$ cat config.mk
export PLATFORM = sky130hd
export DESIGN_NAME = eth_tx_ofm
export DESIGN_NICKNAME = d
export VERILOG_FILES = /design/src/hw/eth_tx_pkg.sv /design/src/hw/eth_tx_dispatch.sv /design/src/hw/eth_tx_drain.sv /design/src/hw/eth_tx_ofm.sv /design/src/hw/eth_tx_slot.sv
export SDC_FILE = /design/constraint.sdc
export NUM_CORES = 2
export LEC_CHECK = 0
export ABC_CLOCK_PERIOD_IN_PS = 18800
export BUFFER_PORTS_ARGS = -buffer_cell sky130_fd_sc_hd__buf_2
export CORE_MARGIN = 1.5
export CORE_UTILIZATION = 50
export CTS_BUF_LIST = sky130_fd_sc_hd__clkbuf_8
export CTS_CLUSTER_DIAMETER = 100
export DETAILED_ROUTE_END_ITERATION = 10
export HOLD_SLACK_MARGIN = 0.15
export PLACE_DENSITY = 0.68
export REMOVE_ABC_BUFFERS = 1
export SYNTH_ARGS = -nofsm -noshare
export SYNTH_HDL_FRONTEND = slang
export SYNTH_SLANG_ARGS = --single-unit
$ cat constraint.sdc
create_clock -name mm2s_clk -period 18.8 [get_ports mm2s_clk]
set_input_delay 2.82 -clock mm2s_clk [delete_from_list [all_inputs] [get_ports mm2s_clk]]
set_output_delay 2.82 -clock mm2s_clk [all_outputs]
set_load 0.1 [all_outputs]
$ cat src/hw/eth_tx_pkg.sv
// Shared widths, slot geometry and control-word layout for the MM2S transmit bridge
// num_slots must be a power of two, 2 or more
// One slot holds max_beats data beats, which is the frame size limit
`default_nettype none

package eth_tx_pkg;

   localparam int data_w      = 64;           // Data beat
   localparam int keep_w      = data_w / 8;   // One keep bit per byte
   localparam int ctrl_w      = 32;           // Control word
   localparam int ctrl_keep_w = ctrl_w / 8;
   localparam int num_slots   = 2;
   localparam int slot_ptr_w  = $clog2(num_slots);
   localparam int max_beats   = 16;
   localparam int beat_ptr_w  = $clog2(max_beats);
   localparam int beat_cnt_w  = beat_ptr_w + 1;   // Must reach max_beats itself

   localparam logic [3:0] hdr_flag_ok = 4'hA;     // Valid header pattern

   // Dispatcher FSM encoding
   localparam int state_w = 2;
   localparam logic [state_w-1:0] st_hdr  = 2'd0;  // Waiting for header word
   localparam logic [state_w-1:0] st_app  = 2'd1;  // Waiting for application word
   localparam logic [state_w-1:0] st_data = 2'd2;  // Moving data beats

   // First control word
   typedef struct packed {
      logic [3:0]  flag;       // hdr_flag_ok or the frame is dropped
      logic [11:0] reserved;
      logic [15:0] tag;
   } tx_ctrl_hdr_t;

   // Second control word, carries tlast
   typedef struct packed {
      logic [30:0] reserved;   // Checksum offload etc, not handled
      logic        mark_bad;   // Forces MAC tuser on last beat
   } tx_ctrl_app_t;

   // Word position in the frame picks the view
   typedef union packed {
      tx_ctrl_hdr_t hdr;
      tx_ctrl_app_t app;
   } tx_ctrl_word_t;

endpackage

`default_nettype wire

$ cat src/hw/eth_tx_dispatch.sv
// Pairs each DMA data frame with its two control words
// Control stream must deliver exactly header then application word per frame
// Kept frames go to the slots in round-robin order, dropped ones are swallowed
// A kept frame longer than max_beats is illegal
`timescale 1ns/1ns
`default_nettype none

module eth_tx_dispatch (
   input  logic                              mm2s_clk,
   input  logic                              rst_n,
   input  logic [eth_tx_pkg::ctrl_w-1:0]     txc_tdata,
   input  logic                              txc_tlast,
   input  logic                              txc_tvalid,
   output logic                              txc_tready,
   input  logic [eth_tx_pkg::data_w-1:0]     txd_tdata,
   input  logic [eth_tx_pkg::keep_w-1:0]     txd_tkeep,
   input  logic                              txd_tlast,
   input  logic                              txd_tvalid,
   output logic                              txd_tready,
   input  logic [eth_tx_pkg::num_slots-1:0]  slot_free,
   output logic [eth_tx_pkg::num_slots-1:0]  wr_en,
   output logic [eth_tx_pkg::data_w-1:0]     wr_data,
   output logic [eth_tx_pkg::keep_w-1:0]     wr_keep,
   output logic                              wr_last,
   output logic                              wr_bad,
   output logic [15:0]                       drop_count
);
   import eth_tx_pkg::*;

   logic [state_w-1:0]    state;
   logic [slot_ptr_w-1:0] ptr;        // Next slot to fill
   logic                  keep_frm;   // Header flag was good
   logic                  bad_q;      // mark_bad of current frame
   logic [beat_cnt_w-1:0] beat_cnt;   // Beats already written to the slot
   tx_ctrl_word_t         ctrl_word;
   logic                  txc_fire;
   logic                  txd_fire;

   assign ctrl_word  = txc_tdata;
   assign txc_tready = (state == st_hdr) || (state == st_app);
   assign txc_fire   = txc_tvalid && txc_tready;

   // Slot must be empty at frame start; after that the slot is ours
   assign txd_tready = (state == st_data) &&
                       (!keep_frm || slot_free[ptr] || (beat_cnt != '0));
   assign txd_fire   = txd_tvalid && txd_tready;

   always_comb
   begin
      wr_en      = '0;
      wr_en[ptr] = txd_fire && keep_frm;   // Dropped beats go nowhere
   end

   assign wr_data = txd_tdata;   // Shared write bus, wr_en selects
   assign wr_keep = txd_tkeep;
   assign wr_last = txd_tlast;
   assign wr_bad  = bad_q;

   always_ff @(posedge mm2s_clk or negedge rst_n)
   begin
      if (!rst_n)
      begin
         state      <= st_hdr;
         ptr        <= '0;
         keep_frm   <= 1'b0;
         beat_cnt   <= '0;
         drop_count <= '0;
      end
      else
      begin
         case (state)
            st_hdr:
            begin
               if (txc_fire)
               begin
                  keep_frm <= (ctrl_word.hdr.flag == hdr_flag_ok);   // Keep or drop
                  state    <= st_app;
               end
            end
            st_app:
            begin
               if (txc_fire)
                  state <= st_data;
            end
            st_data:
            begin
               if (txd_fire)
               begin
                  if (keep_frm)
                     beat_cnt <= beat_cnt + 1'b1;
                  if (txd_tlast)
                  begin
                     state    <= st_hdr;
                     beat_cnt <= '0;
                     if (keep_frm)
                        ptr <= ptr + 1'b1;                  // Drain follows same order
                     else
                        drop_count <= drop_count + 1'b1;   // Wraps at 16 bits
                  end
               end
            end
            default:
               state <= st_hdr;
         endcase
      end
   end

   // Latched with the application word, valid for the whole data phase
   always_ff @(posedge mm2s_clk)
   begin
      if (txc_fire && (state == st_app))
         bad_q <= ctrl_word.app.mark_bad;
   end

   // DMA puts tlast on the application word and nowhere else
   a_ctrl_last: assert property (@(posedge mm2s_clk) disable iff (!rst_n)
      txc_fire |-> (txc_tlast == (state == st_app)));

   // Kept frame must fit in one slot
   a_frame_len: assert property (@(posedge mm2s_clk) disable iff (!rst_n)
      (txd_fire && keep_frm) |-> (beat_cnt < max_beats));

endmodule

`default_nettype wire

$ cat src/hw/eth_tx_drain.sv
// Reads complete frames from the slots in round-robin order
// Order matches the dispatcher, both pointers move on a frame's last beat
// Output is one registered beat, full throughput while tready stays high
`timescale 1ns/1ns
`default_nettype none

module eth_tx_drain (
   input  logic                              mm2s_clk,
   input  logic                              rst_n,
   input  logic [eth_tx_pkg::num_slots-1:0]  rd_valid,
   input  logic [eth_tx_pkg::data_w-1:0]     rd_data [eth_tx_pkg::num_slots],
   input  logic [eth_tx_pkg::keep_w-1:0]     rd_keep [eth_tx_pkg::num_slots],
   input  logic [eth_tx_pkg::num_slots-1:0]  rd_last,
   input  logic [eth_tx_pkg::num_slots-1:0]  rd_bad,
   output logic [eth_tx_pkg::num_slots-1:0]  rd_en,
   output logic [eth_tx_pkg::data_w-1:0]     tx_axis_mac_tdata,
   output logic [eth_tx_pkg::keep_w-1:0]     tx_axis_mac_tkeep,
   output logic                              tx_axis_mac_tlast,
   output logic                              tx_axis_mac_tuser,
   output logic                              tx_axis_mac_tvalid,
   input  logic                              tx_axis_mac_tready
);
   import eth_tx_pkg::*;

   logic [slot_ptr_w-1:0] ptr;        // Slot being drained
   logic                  can_load;   // Output register empty or leaving
   logic                  pop;

   assign can_load = !tx_axis_mac_tvalid || tx_axis_mac_tready;
   assign pop      = can_load && rd_valid[ptr];

   always_comb
   begin
      rd_en      = '0;
      rd_en[ptr] = pop;   // One-cycle pop of the pointed slot
   end

   always_ff @(posedge mm2s_clk or negedge rst_n)
   begin
      if (!rst_n)
      begin
         ptr                <= '0;
         tx_axis_mac_tvalid <= 1'b0;
      end
      else if (pop)
      begin
         tx_axis_mac_tvalid <= 1'b1;
         if (rd_last[ptr])
            ptr <= ptr + 1'b1;   // Frame done, move on
      end
      else if (tx_axis_mac_tready)
         tx_axis_mac_tvalid <= 1'b0;   // Beat taken, nothing new
   end

   // Beat register, loads only on a pop
   always_ff @(posedge mm2s_clk)
   begin
      if (pop)
      begin
         tx_axis_mac_tdata <= rd_data[ptr];
         tx_axis_mac_tkeep <= rd_keep[ptr];
         tx_axis_mac_tlast <= rd_last[ptr];
         tx_axis_mac_tuser <= rd_bad[ptr] && rd_last[ptr];   // Bad mark on last beat only
      end
   end

   // MAC stream rule, beat frozen while stalled
   a_out_hold: assert property (@(posedge mm2s_clk) disable iff (!rst_n)
      (tx_axis_mac_tvalid && !tx_axis_mac_tready) |=>
         (tx_axis_mac_tvalid && $stable(tx_axis_mac_tdata) &&
          $stable(tx_axis_mac_tkeep) && $stable(tx_axis_mac_tlast) &&
          $stable(tx_axis_mac_tuser)));

endmodule

`default_nettype wire

$ cat src/hw/eth_tx_ofm.sv
// MM2S transmit bridge, DMA control and data streams to the 10G MAC stream
// Single clock domain, everything on mm2s_clk
// Frames are stored whole before sending, so the MAC never underruns
// Up to num_slots frames in flight, at most max_beats beats each
`timescale 1ns/1ns
`default_nettype none

module eth_tx_ofm (
   input  logic                                mm2s_clk,
   input  logic                                rst_n,
   input  logic [eth_tx_pkg::ctrl_w-1:0]       txc_tdata,
   input  logic [eth_tx_pkg::ctrl_keep_w-1:0]  txc_tkeep,
   input  logic                                txc_tlast,
   input  logic                                txc_tvalid,
   output logic                                txc_tready,
   input  logic [eth_tx_pkg::data_w-1:0]       txd_tdata,
   input  logic [eth_tx_pkg::keep_w-1:0]       txd_tkeep,
   input  logic                                txd_tlast,
   input  logic                                txd_tvalid,
   output logic                                txd_tready,
   output logic [eth_tx_pkg::data_w-1:0]       tx_axis_mac_tdata,
   output logic [eth_tx_pkg::keep_w-1:0]       tx_axis_mac_tkeep,
   output logic                                tx_axis_mac_tlast,
   output logic                                tx_axis_mac_tuser,
   output logic                                tx_axis_mac_tvalid,
   input  logic                                tx_axis_mac_tready,
   output logic [15:0]                         drop_count
);
   import eth_tx_pkg::*;

   // Dispatcher to slots, write bus shared
   logic [num_slots-1:0] slot_free;
   logic [num_slots-1:0] wr_en;
   logic [data_w-1:0]    wr_data;
   logic [keep_w-1:0]    wr_keep;
   logic                 wr_last;
   logic                 wr_bad;

   // Slots to drain, one lane per slot
   logic [num_slots-1:0] rd_valid;
   logic [num_slots-1:0] rd_en;
   logic [data_w-1:0]    rd_data [num_slots];
   logic [keep_w-1:0]    rd_keep [num_slots];
   logic [num_slots-1:0] rd_last;
   logic [num_slots-1:0] rd_bad;

   eth_tx_dispatch i_dispatch (
      .mm2s_clk   (mm2s_clk),
      .rst_n      (rst_n),
      .txc_tdata  (txc_tdata),
      .txc_tlast  (txc_tlast),
      .txc_tvalid (txc_tvalid),
      .txc_tready (txc_tready),
      .txd_tdata  (txd_tdata),
      .txd_tkeep  (txd_tkeep),
      .txd_tlast  (txd_tlast),
      .txd_tvalid (txd_tvalid),
      .txd_tready (txd_tready),
      .slot_free  (slot_free),
      .wr_en      (wr_en),
      .wr_data    (wr_data),
      .wr_keep    (wr_keep),
      .wr_last    (wr_last),
      .wr_bad     (wr_bad),
      .drop_count (drop_count)
   );

   for (genvar i = 0; i < num_slots; i++)
   begin : g_slot
      eth_tx_slot i_slot (
         .mm2s_clk  (mm2s_clk),
         .rst_n     (rst_n),
         .wr_en     (wr_en[i]),
         .wr_data   (wr_data),
         .wr_keep   (wr_keep),
         .wr_last   (wr_last),
         .wr_bad    (wr_bad),
         .slot_free (slot_free[i]),
         .rd_en     (rd_en[i]),
         .rd_valid  (rd_valid[i]),
         .rd_data   (rd_data[i]),
         .rd_keep   (rd_keep[i]),
         .rd_last   (rd_last[i]),
         .rd_bad    (rd_bad[i])
      );
   end

   eth_tx_drain i_drain (
      .mm2s_clk           (mm2s_clk),
      .rst_n              (rst_n),
      .rd_valid           (rd_valid),
      .rd_data            (rd_data),
      .rd_keep            (rd_keep),
      .rd_last            (rd_last),
      .rd_bad             (rd_bad),
      .rd_en              (rd_en),
      .tx_axis_mac_tdata  (tx_axis_mac_tdata),
      .tx_axis_mac_tkeep  (tx_axis_mac_tkeep),
      .tx_axis_mac_tlast  (tx_axis_mac_tlast),
      .tx_axis_mac_tuser  (tx_axis_mac_tuser),
      .tx_axis_mac_tvalid (tx_axis_mac_tvalid),
      .tx_axis_mac_tready (tx_axis_mac_tready)
   );

   // Control words are always full 32-bit words from the DMA
   a_ctrl_keep: assert property (@(posedge mm2s_clk) disable iff (!rst_n)
      (txc_tvalid && txc_tready) |-> (&txc_tkeep));

endmodule

`default_nettype wire

$ cat src/hw/eth_tx_slot.sv
// Store-and-forward buffer for one frame of up to max_beats beats
// Read side sees nothing until the last beat is written
// Writer must wait for slot_free, reader must wait for rd_valid
`timescale 1ns/1ns
`default_nettype none

module eth_tx_slot (
   input  logic                           mm2s_clk,
   input  logic                           rst_n,
   input  logic                           wr_en,
   input  logic [eth_tx_pkg::data_w-1:0]  wr_data,
   input  logic [eth_tx_pkg::keep_w-1:0]  wr_keep,
   input  logic                           wr_last,
   input  logic                           wr_bad,
   output logic                           slot_free,
   input  logic                           rd_en,
   output logic                           rd_valid,
   output logic [eth_tx_pkg::data_w-1:0]  rd_data,
   output logic [eth_tx_pkg::keep_w-1:0]  rd_keep,
   output logic                           rd_last,
   output logic                           rd_bad
);
   import eth_tx_pkg::*;

   logic [data_w-1:0]     data_mem [max_beats];
   logic [keep_w-1:0]     keep_mem [max_beats];
   logic [max_beats-1:0]  last_mem;
   logic [beat_ptr_w-1:0] wr_ptr;
   logic [beat_ptr_w-1:0] rd_ptr;
   logic                  complete;   // Whole frame stored
   logic                  pop_last;

   assign pop_last  = rd_en && rd_last;
   assign slot_free = !complete && (wr_ptr == '0);   // Nothing written yet

   // Asynchronous read, next beat appears right after each pop
   assign rd_data = data_mem[rd_ptr];
   assign rd_keep = keep_mem[rd_ptr];
   assign rd_last = last_mem[rd_ptr];

   always_ff @(posedge mm2s_clk)
   begin
      if (wr_en)
      begin
         data_mem[wr_ptr] <= wr_data;
         keep_mem[wr_ptr] <= wr_keep;
         last_mem[wr_ptr] <= wr_last;
      end
      if (wr_en && wr_last)
         rd_bad <= wr_bad;   // One flag per stored frame
   end

   always_ff @(posedge mm2s_clk or negedge rst_n)
   begin
      if (!rst_n)
      begin
         wr_ptr   <= '0;
         rd_ptr   <= '0;
         complete <= 1'b0;
         rd_valid <= 1'b0;
      end
      else
      begin
         if (wr_en)
         begin
            wr_ptr <= wr_ptr + 1'b1;   // Wraps to 0 on a 16-beat frame, complete covers it
            if (wr_last)
               complete <= 1'b1;
         end
         if (rd_en)
            rd_ptr <= rd_ptr + 1'b1;
         if (pop_last)
         begin
            complete <= 1'b0;   // Slot empty again
            wr_ptr   <= '0;
            rd_ptr   <= '0;
            rd_valid <= 1'b0;
         end
         else
            rd_valid <= complete;   // Extra cycle before the drain sees it
      end
   end

   // Dispatcher honours slot_free
   a_no_overwrite: assert property (@(posedge mm2s_clk) disable iff (!rst_n)
      complete |-> !wr_en);

   // Drain pops only a presented frame
   a_no_underrun: assert property (@(posedge mm2s_clk) disable iff (!rst_n)
      rd_en |-> rd_valid);

endmodule

`default_nettype wire

==> impl_metrics.py <==
metrics = {
    "global_route": {
        "grt_pass1_wl_mm": 304,
        "grt_pass1_vias": 44700,
        "grt_max_degree": 126,
        "antenna_found_initial": 23,
        "grtUsageTotal": 0.222,
        "grt_overflow": 0,
    },
    "floorplanning": {
        "initial_core_util": 0.503,
        "die_area_um2": 190000,
        "io_pins": 208,
        "coreArea_um2": 186000,
        "die_w_um": 435,
        "die_h_um": 435,
        "rows": 158,
    },
    "yosys": {
        "netlist_instances": 3857,
        "synthTopCellsByArea": "edfxtp_1 (78%), mux4_2 (16%), mux2i_1 (1.6%)",
        "synth.cell_area_um2": 93500,
        "synth_top_area_share": 0.775,
        "synth_cell_type_count": 58,
        "synthFlopType": "edfxtp_1",
        "yosysTopAreaCell": "edfxtp_1",
        "synth.most_common_cell": "edfxtp_1",
        "synthTopCellsByCount": "edfxtp_1 (2413), mux4_2 (656), mux2i_1 (153), clkbuf_1 (116), a22oi_1 (74)",
        "synth_edf_count": 2413,
        "syn_avg_cell_area_um2": 24.2,
        "async_reset_ff_frac": 0.0191,
        "ys_ff_latch": 2460,
        "ys_seq_area_frac": 0.788,
        "ys.warnings.count": 0,
    },
    "min_path": {
        "hold_path_depth": 1,
        "hp-start": "i_dispatch.drop_count[15]",
        "hp-class": "flip-flop to flip-flop",
        "hold_path_end": "i_dispatch.drop_count[15]",
    },
    "power": {
        "p_seq_frac": 0.519,
        "vdd_drop_max_v": 0.000102,
        "p_comb_frac": 0.140,
        "power_density_nw_per_um2": 114,
        "clkPwrFrac": 0.341,
        "p_sw_mw": 3.01,
        "p_leak_nw": 32.1,
        "p_int_mw": 8.92,
        "swShare": 0.252,
    },
    "drt": {
        "drcViolationCount": 0,
        "viasPerCell": 6.08,
        "antenna_left": 0,
        "wl_per_cell_um": 29.6,
        "drtIter0Drc": 4811,
        "wl_mm": 210,
        "num_vias": 43000,
        "first_pass_iters": 7,
    },
    "final_layout": {
        "syn_to_final_growth_pct": 11.6,
        "stdcell_count": 7079,
        "final_layout_size_suffix_gt1_frac": 0.307,
        "final_net_count": 4432,
    },
    "clock_network": {
        "clk_latency_ps": 1070,
        "cts_buffer_depth": 4,
        "cts_resized": 0,
        "cts_root_buf": "clkbuf_8",
        "htreeDepth": 5,
        "cts_buffers": 401,
        "cts_hold_buf": 0,
        "clk_pin_slew_ps": 60,
        "cts_tree": "yes",
        "cts_setup_buffers": 0,
        "cts.sinks": 2460,
    },
    "setup_path": {
        "path_class": "flip-flop to output port",
        "start_kind": "flip-flop",
        "r2r_cells": 7,
        "critPathMaxFanout": 11,
        "r2r_slack_ps": 13690,
        "worst_setup_path_end_kind": "output port",
        "required_ps": 15980,
        "crit_arrival_ps": 3440,
        "r2r-end": "i_drain.tx_axis_mac_tdata[49]",
        "r2r_start": "g_slot[1].i_slot.rd_ptr[0]",
    },
    "timing": {
        "drv_slew": 0,
        "period_minus_slack_ps": 6260,
        "fmaxAchievable_mhz": 160,
        "min_period_over_period": 0.333,
        "fin_skew_ps": 74.8,
        "tns_ps": 0,
        "slew_headroom": 0.168,
        "worst_slew_pin_slew_ps": 1250,
        "finalHoldViolCount": 0,
        "rsz0062_at_grt": "no",
        "setup_viol": 0,
    },
    "placement": {
        "dp.cells": 6381,
        "globalplace.congestion": 0.740,
        "dp_hpwl_mm": 101,
        "portBuffers": 175,
    },
    "flow_run": {
        "cap_violations": 0,
    },
    "status": {
        "status": "finished clean",
    },
}
## worst max-delay path: stages, from the launching register on
cell and delay, ps:
dfrtp_1 420, inv_1 120, ha_1 230, or4b_1 530, mux2_4 380, a21oi_1 260, buf_2 470
## state kept, by name, summed over array words and instances, names as in the netlist
name and cells:
i_drain.tx_axis_mac_tuser 1, g_slot.i_slot.wr_ptr 8, i_drain.tx_axis_mac_tdata 64, i_dispatch.ptr 1, g_slot.i_slot.keep_mem 256, i_drain.tx_axis_mac_tlast 1
i_drain.tx_axis_mac_tkeep 8, g_slot.i_slot.data_mem 2048, i_dispatch.state 2, i_dispatch.drop_count 16, g_slot.i_slot.last_mem 32, i_drain.ptr 1
g_slot.i_slot.rd_bad 2, i_drain.tx_axis_mac_tvalid 1, g_slot.i_slot.complete 2, i_dispatch.wr_bad 1, g_slot.i_slot.rd_valid 2, i_dispatch.beat_cnt 5
i_dispatch.keep_frm 1, g_slot.i_slot.rd_ptr 8
## stage by stage
stage                     hold WS [ps]  area [µm²]  setup WS (ps)  power (mW)   util
after floorplan                    421       92600           4780        7.99      -
after global placement             455       97400          11830        7.99  0.525
after detailed placement           451       97400          11800        8.00  0.525
after CTS                          467      104000          12490        12.0  0.562
after global routing               496      104000          12360        12.4  0.562
final                              468      104000          12540        11.9  0.562
## worst max-delay path by stage
| stage | slack (ps) | end | from |
|---|---|---|---|
| 6_report | 12540 | txd_tready | g_slot[1].i_slot.wr_ptr[0] |
| 5_1_grt | 12360 | txd_tready | g_slot[1].i_slot.wr_ptr[0] |
| 4_1_cts | 12490 | txd_tready | g_slot[1].i_slot.wr_ptr[0] |
| 3_5_place_dp | 11800 | g_slot[0].i_slot.data_mem[13][61] | txd_tvalid |
| 3_3_place_gp | 11830 | g_slot[0].i_slot.data_mem[13][61] | txd_tvalid |
| 2_1_floorplan | 4780 | i_drain.tx_axis_mac_tlast | g_slot[0].i_slot.rd_ptr[0] |
## cell families after synthesis
family / Yosys count / share of synthesized area
multiplexers: 812 / 0.175
XOR/XNOR: 19 / 0.00178
AND/OR/NAND/NOR: 142 / 0.00819
flip-flops: 2460 / 0.788
adder cells (fa/ha/maj): 13 / 0.00174
buffers and inverters: 214 / 0.00960
AO/OA/AOI/OAI: 197 / 0.0159
## power by group through the flow
stage	clock (mW)	sequential, mW	combinational (mW)
2_1_floorplan	0	6.62	1.37
3_3_place_gp	0	6.31	1.68
3_5_place_dp	0	6.31	1.69
4_1_cts	4.15	6.20	1.70
5_1_grt	4.38	6.20	1.77
6_report	4.07	6.19	1.67
## metal layers
metal	part of all wire	track usage	vias up
met4	0.020	0.0610	22
met1	0.41	0.315	23200
met5	0.0013	0.00580	-
li1	-	-	17600
met2	0.48	0.352	1959
met3	0.089	0.0502	337
## placed cells by master, fill, tap and decap left out, types with 16 or more instances in the layout
master	netlist	layout
nand3_1	16	16
mux2i_1	153	153
buf_2	62	175
a22oi_1	74	74
clkinv_2	0	31
inv_1	12	140
o21a_1	73	73
clkinv_1	0	111
mux4_2	656	656
edfxtp_1	2413	2413
clkbuf_8	0	410
dfrtp_1	47	39
nand2_1	31	30
buf_4	0	62
## area by class of cell
type                    count  area, µm²
fillers                 13300      81300
flip-flops and latches   2460      73700
multi-input cells        1183      19100
clock buffers             410       5640
well taps                2480       3100
repair buffers            246       1520
clock inverters           282       1240
inverters                  12       45.0
diodes                      6       15.0
Note: power is estimated with default switching activity, not from simulation.
